**src/logic/fetch_pkg.sv**
```systemverilog
`default_nettype none

package fetch_pkg;

    localparam logic [31:0] RESET_PC = 32'h0000_1000;  // first fetch address

    localparam int ADDR_W      = 32;
    localparam int DATA_W      = 32;
    localparam int BURST_LEN_W = 8;   // arlen width

    // cache controller states
    typedef enum logic [1:0] {
        idle        = 2'b00,
        hit_judge   = 2'b01,
        load_memory = 2'b11
    } cache_state_e;

endpackage

`default_nettype wire

```
**src/logic/pc_stage.sv**
```systemverilog
`timescale 1ns/1ps
`default_nettype none

module pc_stage (
    input  wire logic                         clk,
    input  wire logic                         rst,
    input  wire logic                         stall,
    input  wire logic                         redirect,
    input  wire logic [fetch_pkg::ADDR_W-1:0] redirect_pc,
    input  wire logic                         fetch_en,
    output logic      [fetch_pkg::ADDR_W-1:0] pc_f,
    output logic      [fetch_pkg::ADDR_W-1:0] pc_next
);

    import fetch_pkg::*;

    logic advance;  // an instruction leaves the fetch stage this cycle

    assign advance = fetch_en && !stall;

    // next address goes straight to the cache RAM read port
    always_comb begin
        if (advance && redirect) begin
            pc_next = redirect_pc;
        end else if (advance) begin
            pc_next = pc_f + ADDR_W'(4);
        end else begin
            pc_next = pc_f;     // hold on stall or idle fetch
        end
    end

    always_ff @(posedge clk) begin
        if (rst) begin
            pc_f <= RESET_PC;
        end else begin
            pc_f <= pc_next;
        end
    end

endmodule

`default_nettype wire

```
**config.mk**
```make
export PLATFORM = sky130hd
export DESIGN_NAME = pc_stage
export DESIGN_NICKNAME = d
export VERILOG_FILES = /design/src/logic/fetch_pkg.sv /design/src/logic/pc_stage.sv
export SDC_FILE = /design/constraint.sdc
export NUM_CORES = 1
export LEC_CHECK = 0
export BUFFER_PORTS_ARGS = -buffer_cell sky130_fd_sc_hd__buf_4
export CORE_ASPECT_RATIO = 0.7
export CORE_UTILIZATION = 45
export DETAILED_ROUTE_END_ITERATION = 7
export GPL_TIMING_DRIVEN = 0
export HOLD_SLACK_MARGIN = 0.15
export PLACE_DENSITY = 0.87
export SLEW_MARGIN = 20
export SYNTH_ARGS = -nofsm -noshare
export SYNTH_HDL_FRONTEND = slang
export SYNTH_SLANG_ARGS = --single-unit
```
**constraint.sdc**
```tcl
create_clock -name clk -period 2.2 [get_ports clk]
set_input_delay 0.33 -clock clk [delete_from_list [all_inputs] [get_ports clk]]
set_output_delay 0.33 -clock clk [all_outputs]
set_load 0.05 [all_outputs]
```
==> summary by stage <==
Run status
The flow ran to the end, but the final reports show violations. The checks that failed: setup timing.

Drt
The post-route antenna net violation count is 0. The per-cell routed wire length is 24.6 um. After detailed routing, the number of remaining DRC violations is 0.

The DRC violation total after the first TritonRoute iteration is ~430. The via count normalized by instance count is slightly below 7. The first TritonRoute pass finished after 7 iterations. For this block, the via count after detailed routing is 3,014. The final wirelength is 10,800 um.

Critical path
The number of cells on the worst reg-to-reg path is 7. Data on the critical path is required at its endpoint by approximately 1.9 ns. Of all nets on the critical path, the largest fanout is 6.

The worst setup path is captured at an output port. The arrival time reported for the critical path endpoint is 2.04 ns. The startpoint of the most critical register-to-register path is pc_f[23]. STA classifies the critical path startpoint as a register. The setup path with the least slack is of type reg2out. The origin of the worst setup path is pc_f[21].

Floorplanning
The full die area is 0.00457 mm^2. The placement row count is 19. The die is 56.9 um tall. The placeable core region is approximately 0.0040 mm^2.

The top-level port count is 101. From left edge to right edge, the die measures 80.4 um. The initial core utilization is between 40% and 50%.

Cells and area
The fill cell total of the finished layout is approximately 130. The count of inserted antenna diode cells is 0. For this run, the share of the core covered by cells in the final layout is between 90% and 100%. The flip-flop count of the largest register after layout is 32.

The most common library cell in the layout ignoring fill and taps is sky130_fd_sc_hd__buf_4. The share of cells above drive strength 1 is 60.2%. Leaving out fill and tap cells, the most frequent cells in the layout are sky130_fd_sc_hd__buf_4 (106), sky130_fd_sc_hd__nor2_1 (31), sky130_fd_sc_hd__buf_6 (21). The register with the most flip-flops in the final layout is pc_f. After routing the design area is about 0.0037 mm^2.

After the last flow step, the layout net total stands at 424. In the final layout, the registers with the most flip-flops are pc_f x32. The relative area change from synthesis to final layout is 93.2%.

Synth
After technology mapping, the gate count stands at about 250. The average footprint of a synthesized cell is 7.63 um^2. For this run, the register share of the synthesized area comes to 33.1%. The number of synthesized register bits is 32. When the netlist entered floorplanning its net count stood at 292. The number of warnings reported in the yosys synthesis log is 0. Synthesis instantiated 35 different standard cells from the library. The cell area after synthesis is 0.00194 mm^2.

Place
Detailed placement ended at an HPWL of 5180 um. The number of buffers inserted by port buffering is 100. The placer congestion estimate is 0.898. The total cell area at the placement stage is 0.00301 mm^2.

Timing
Based on the critical path, the design can be clocked at up to 0.422 GHz. The time the worst path needs with I/O delays and setup is 2.37 ns. Headroom to the max-slew limit came out at 54.7%. The final critical-path setup slack is -0.168 ns. The total of endpoints with negative setup slack in the final report is 23. The number of hold violations in the final report is 0. The worst path uses 108% of the clock period.

The final total negative setup slack is -1.99 ns. The number of slew-limit violations in the final report is 0. At the pin with the least slew margin, the transition time is 0.679 ns. Setup repair after global routing could not meet its margin everywhere.

The worst-case clock skew is 0.00676 ns.

Hold path
The path category of the worst min-delay check is in2reg. The worst hold path begins at rst. The worst hold path cell count is 2.

Job
The max-cap check violation count is 0.

Power
The net switching component of the power is approximately 0.77 mW. Across the VDD grid, the largest voltage drop is between 300 and 400 uV. The design draws ~1.9 mW.

The switching share of total power is 40.6%. Combinational logic is responsible for just under 40% of the overall power. Per report_power, the clock group accounts for 25.4% of the total.

The internal portion of the total power is between 1 and 1.5 mW. The leakage power total is 1.55 nW. The share of total power dissipated in sequential elements is 35.1%. Dividing total power by cell area gives a power density of 504 mW/mm^2.

Clock network
The TritonCTS buffer count is 5. The clock passes through at most 2 buffers. The clock tree from TritonCTS is yes.

After clock tree synthesis, the clock-pin slew on the worst setup and hold paths is 0.07 ns. In this run the number of H-tree levels came out at 2. The clock net sink count is 32. At the later pin of the worst-skew pair, clock insertion delay measures slightly below 0.3 ns. The root buffer cell is sky130_fd_sc_hd__clkbuf_8.

GRT
The number of antenna violations at the first check in global routing is 0. After global routing the overflow that remains totals 0. Global routing consumed, over all layers together, 38.9% of the routing resources. The first global-routing pass estimated roughly 13,000 um of wire. The via count of the first global-routing pass was roughly 2,600.

The maximum number of pins on one net before global-route repair is 11.
[cells by family after synthesis]
| group | share of synthesized area [%] |
|---|---|
| multiplexers | 0.517 |
| flip-flops | 33.1 |
| AO/OA/AOI/OAI | 19.8 |
| adder cells (fa/ha/maj) | 0.646 |
| AND/OR/NAND/NOR | 30.4 |
| buffers and inverters | 4.65 |
| XOR/XNOR | 10.9 |
[stage by stage]
stage | setup slack [ns] | std cells | hold WS [ns]
finish | -0.168 | 439 | 0.250
global route | -0.256 | 439 | 0.250
CTS | -0.0139 | 429 | 0.240
floorplan | -0.0684 | 254 | 0.392
detailed placement | -0.422 | 406 | 0.490
global placement | -0.419 | 406 | 0.471
[power by group through the flow]
| stage | Combinational [mW] | Sequential (mW) | Clock, mW |
|---|---|---|---|
| floorplan | 0.341 | 0.759 | 0 |
| global placement | 0.641 | 0.662 | 0 |
| detailed placement | 0.650 | 0.663 | 0 |
| CTS | 0.684 | 0.652 | 0.469 |
| global route | 0.763 | 0.662 | 0.503 |
| finish | 0.745 | 0.661 | 0.480 |
[final timing paths]
kind,end,slack (ns)
worst max-delay path,pc_next[31],-0.17
worst min-delay path,pc_f[2],0.25
worst max register to register,pc_f[28],0.18
worst min register to register,pc_f[0],0.51
[synthesized netlist by cell type (all sizes together)]
master	number	area, um^2
nand2	22	82.6
xnor2	6	52.6
dfxtp	32	641
o21ai	6	33.8
nor3	9	45.0
nor2b	9	56.3
nand4b	1	23.8
and3b	1	8.76
and3	2	13.8
a22o	3	27.5
a21o	1	8.76
inv	6	22.5
nand4	12	75.1
a2bb2oi	1	8.76
nand3b	2	15.0
o31ai	1	7.51
clkbuf	12	45.0
nand3	17	90.1
buf	4	22.5
and4	2	17.5
mux2i	1	10.0
xor2	18	158
a211oi	20	155
ha	1	12.5
nor2	34	128
a31oi	2	12.5
a21oi	26	130
nor4	3	33.8
[area by class of cell]
type / instances / area (um^2) / share of cell area, %
Inverter: 6 / 25.0 / 0.669
Clock buffer: 8 / 90.1 / 2.41
Timing Repair Buffer: 125 / 1010 / 27.0
Buffer: 16 / 90.1 / 2.41
Multi-Input combinational cell: 200 / 1760 / 47.0
Tap cell: 52 / 65.1 / 1.74
Sequential cell: 32 / 702 / 18.8
[what timing repair did]
action	CTS	global route
cloned	2	0
pin swaps	11	19
gates resized for setup	59	42
endpoints found under the hold margin	0	0
setup endpoints to repair	24	24
hold buffers	0	0
setup buffers	13	10
[worst max-delay path, cell delays in order (launching register included)]
cell	delay, ns
sky130_fd_sc_hd__dfxtp_2	0.43
sky130_fd_sc_hd__nand4_1	0.25
sky130_fd_sc_hd__nor4_2	0.41
sky130_fd_sc_hd__a2bb2oi_1	0.29
sky130_fd_sc_hd__nand3_2	0.18
sky130_fd_sc_hd__buf_6	0.19
[layer usage]
layer  vias to the layer above  global-route usage [%]  share of wire [%]
li1                       1165                       -                  -
met4                         0                    18.1                7.5
met3                       115                    9.27                 14
met1                      1392                    50.7                 36
met5                         -                       0                  0
met2                       342                    60.3                 43
(Power assumes the default switching activity.)
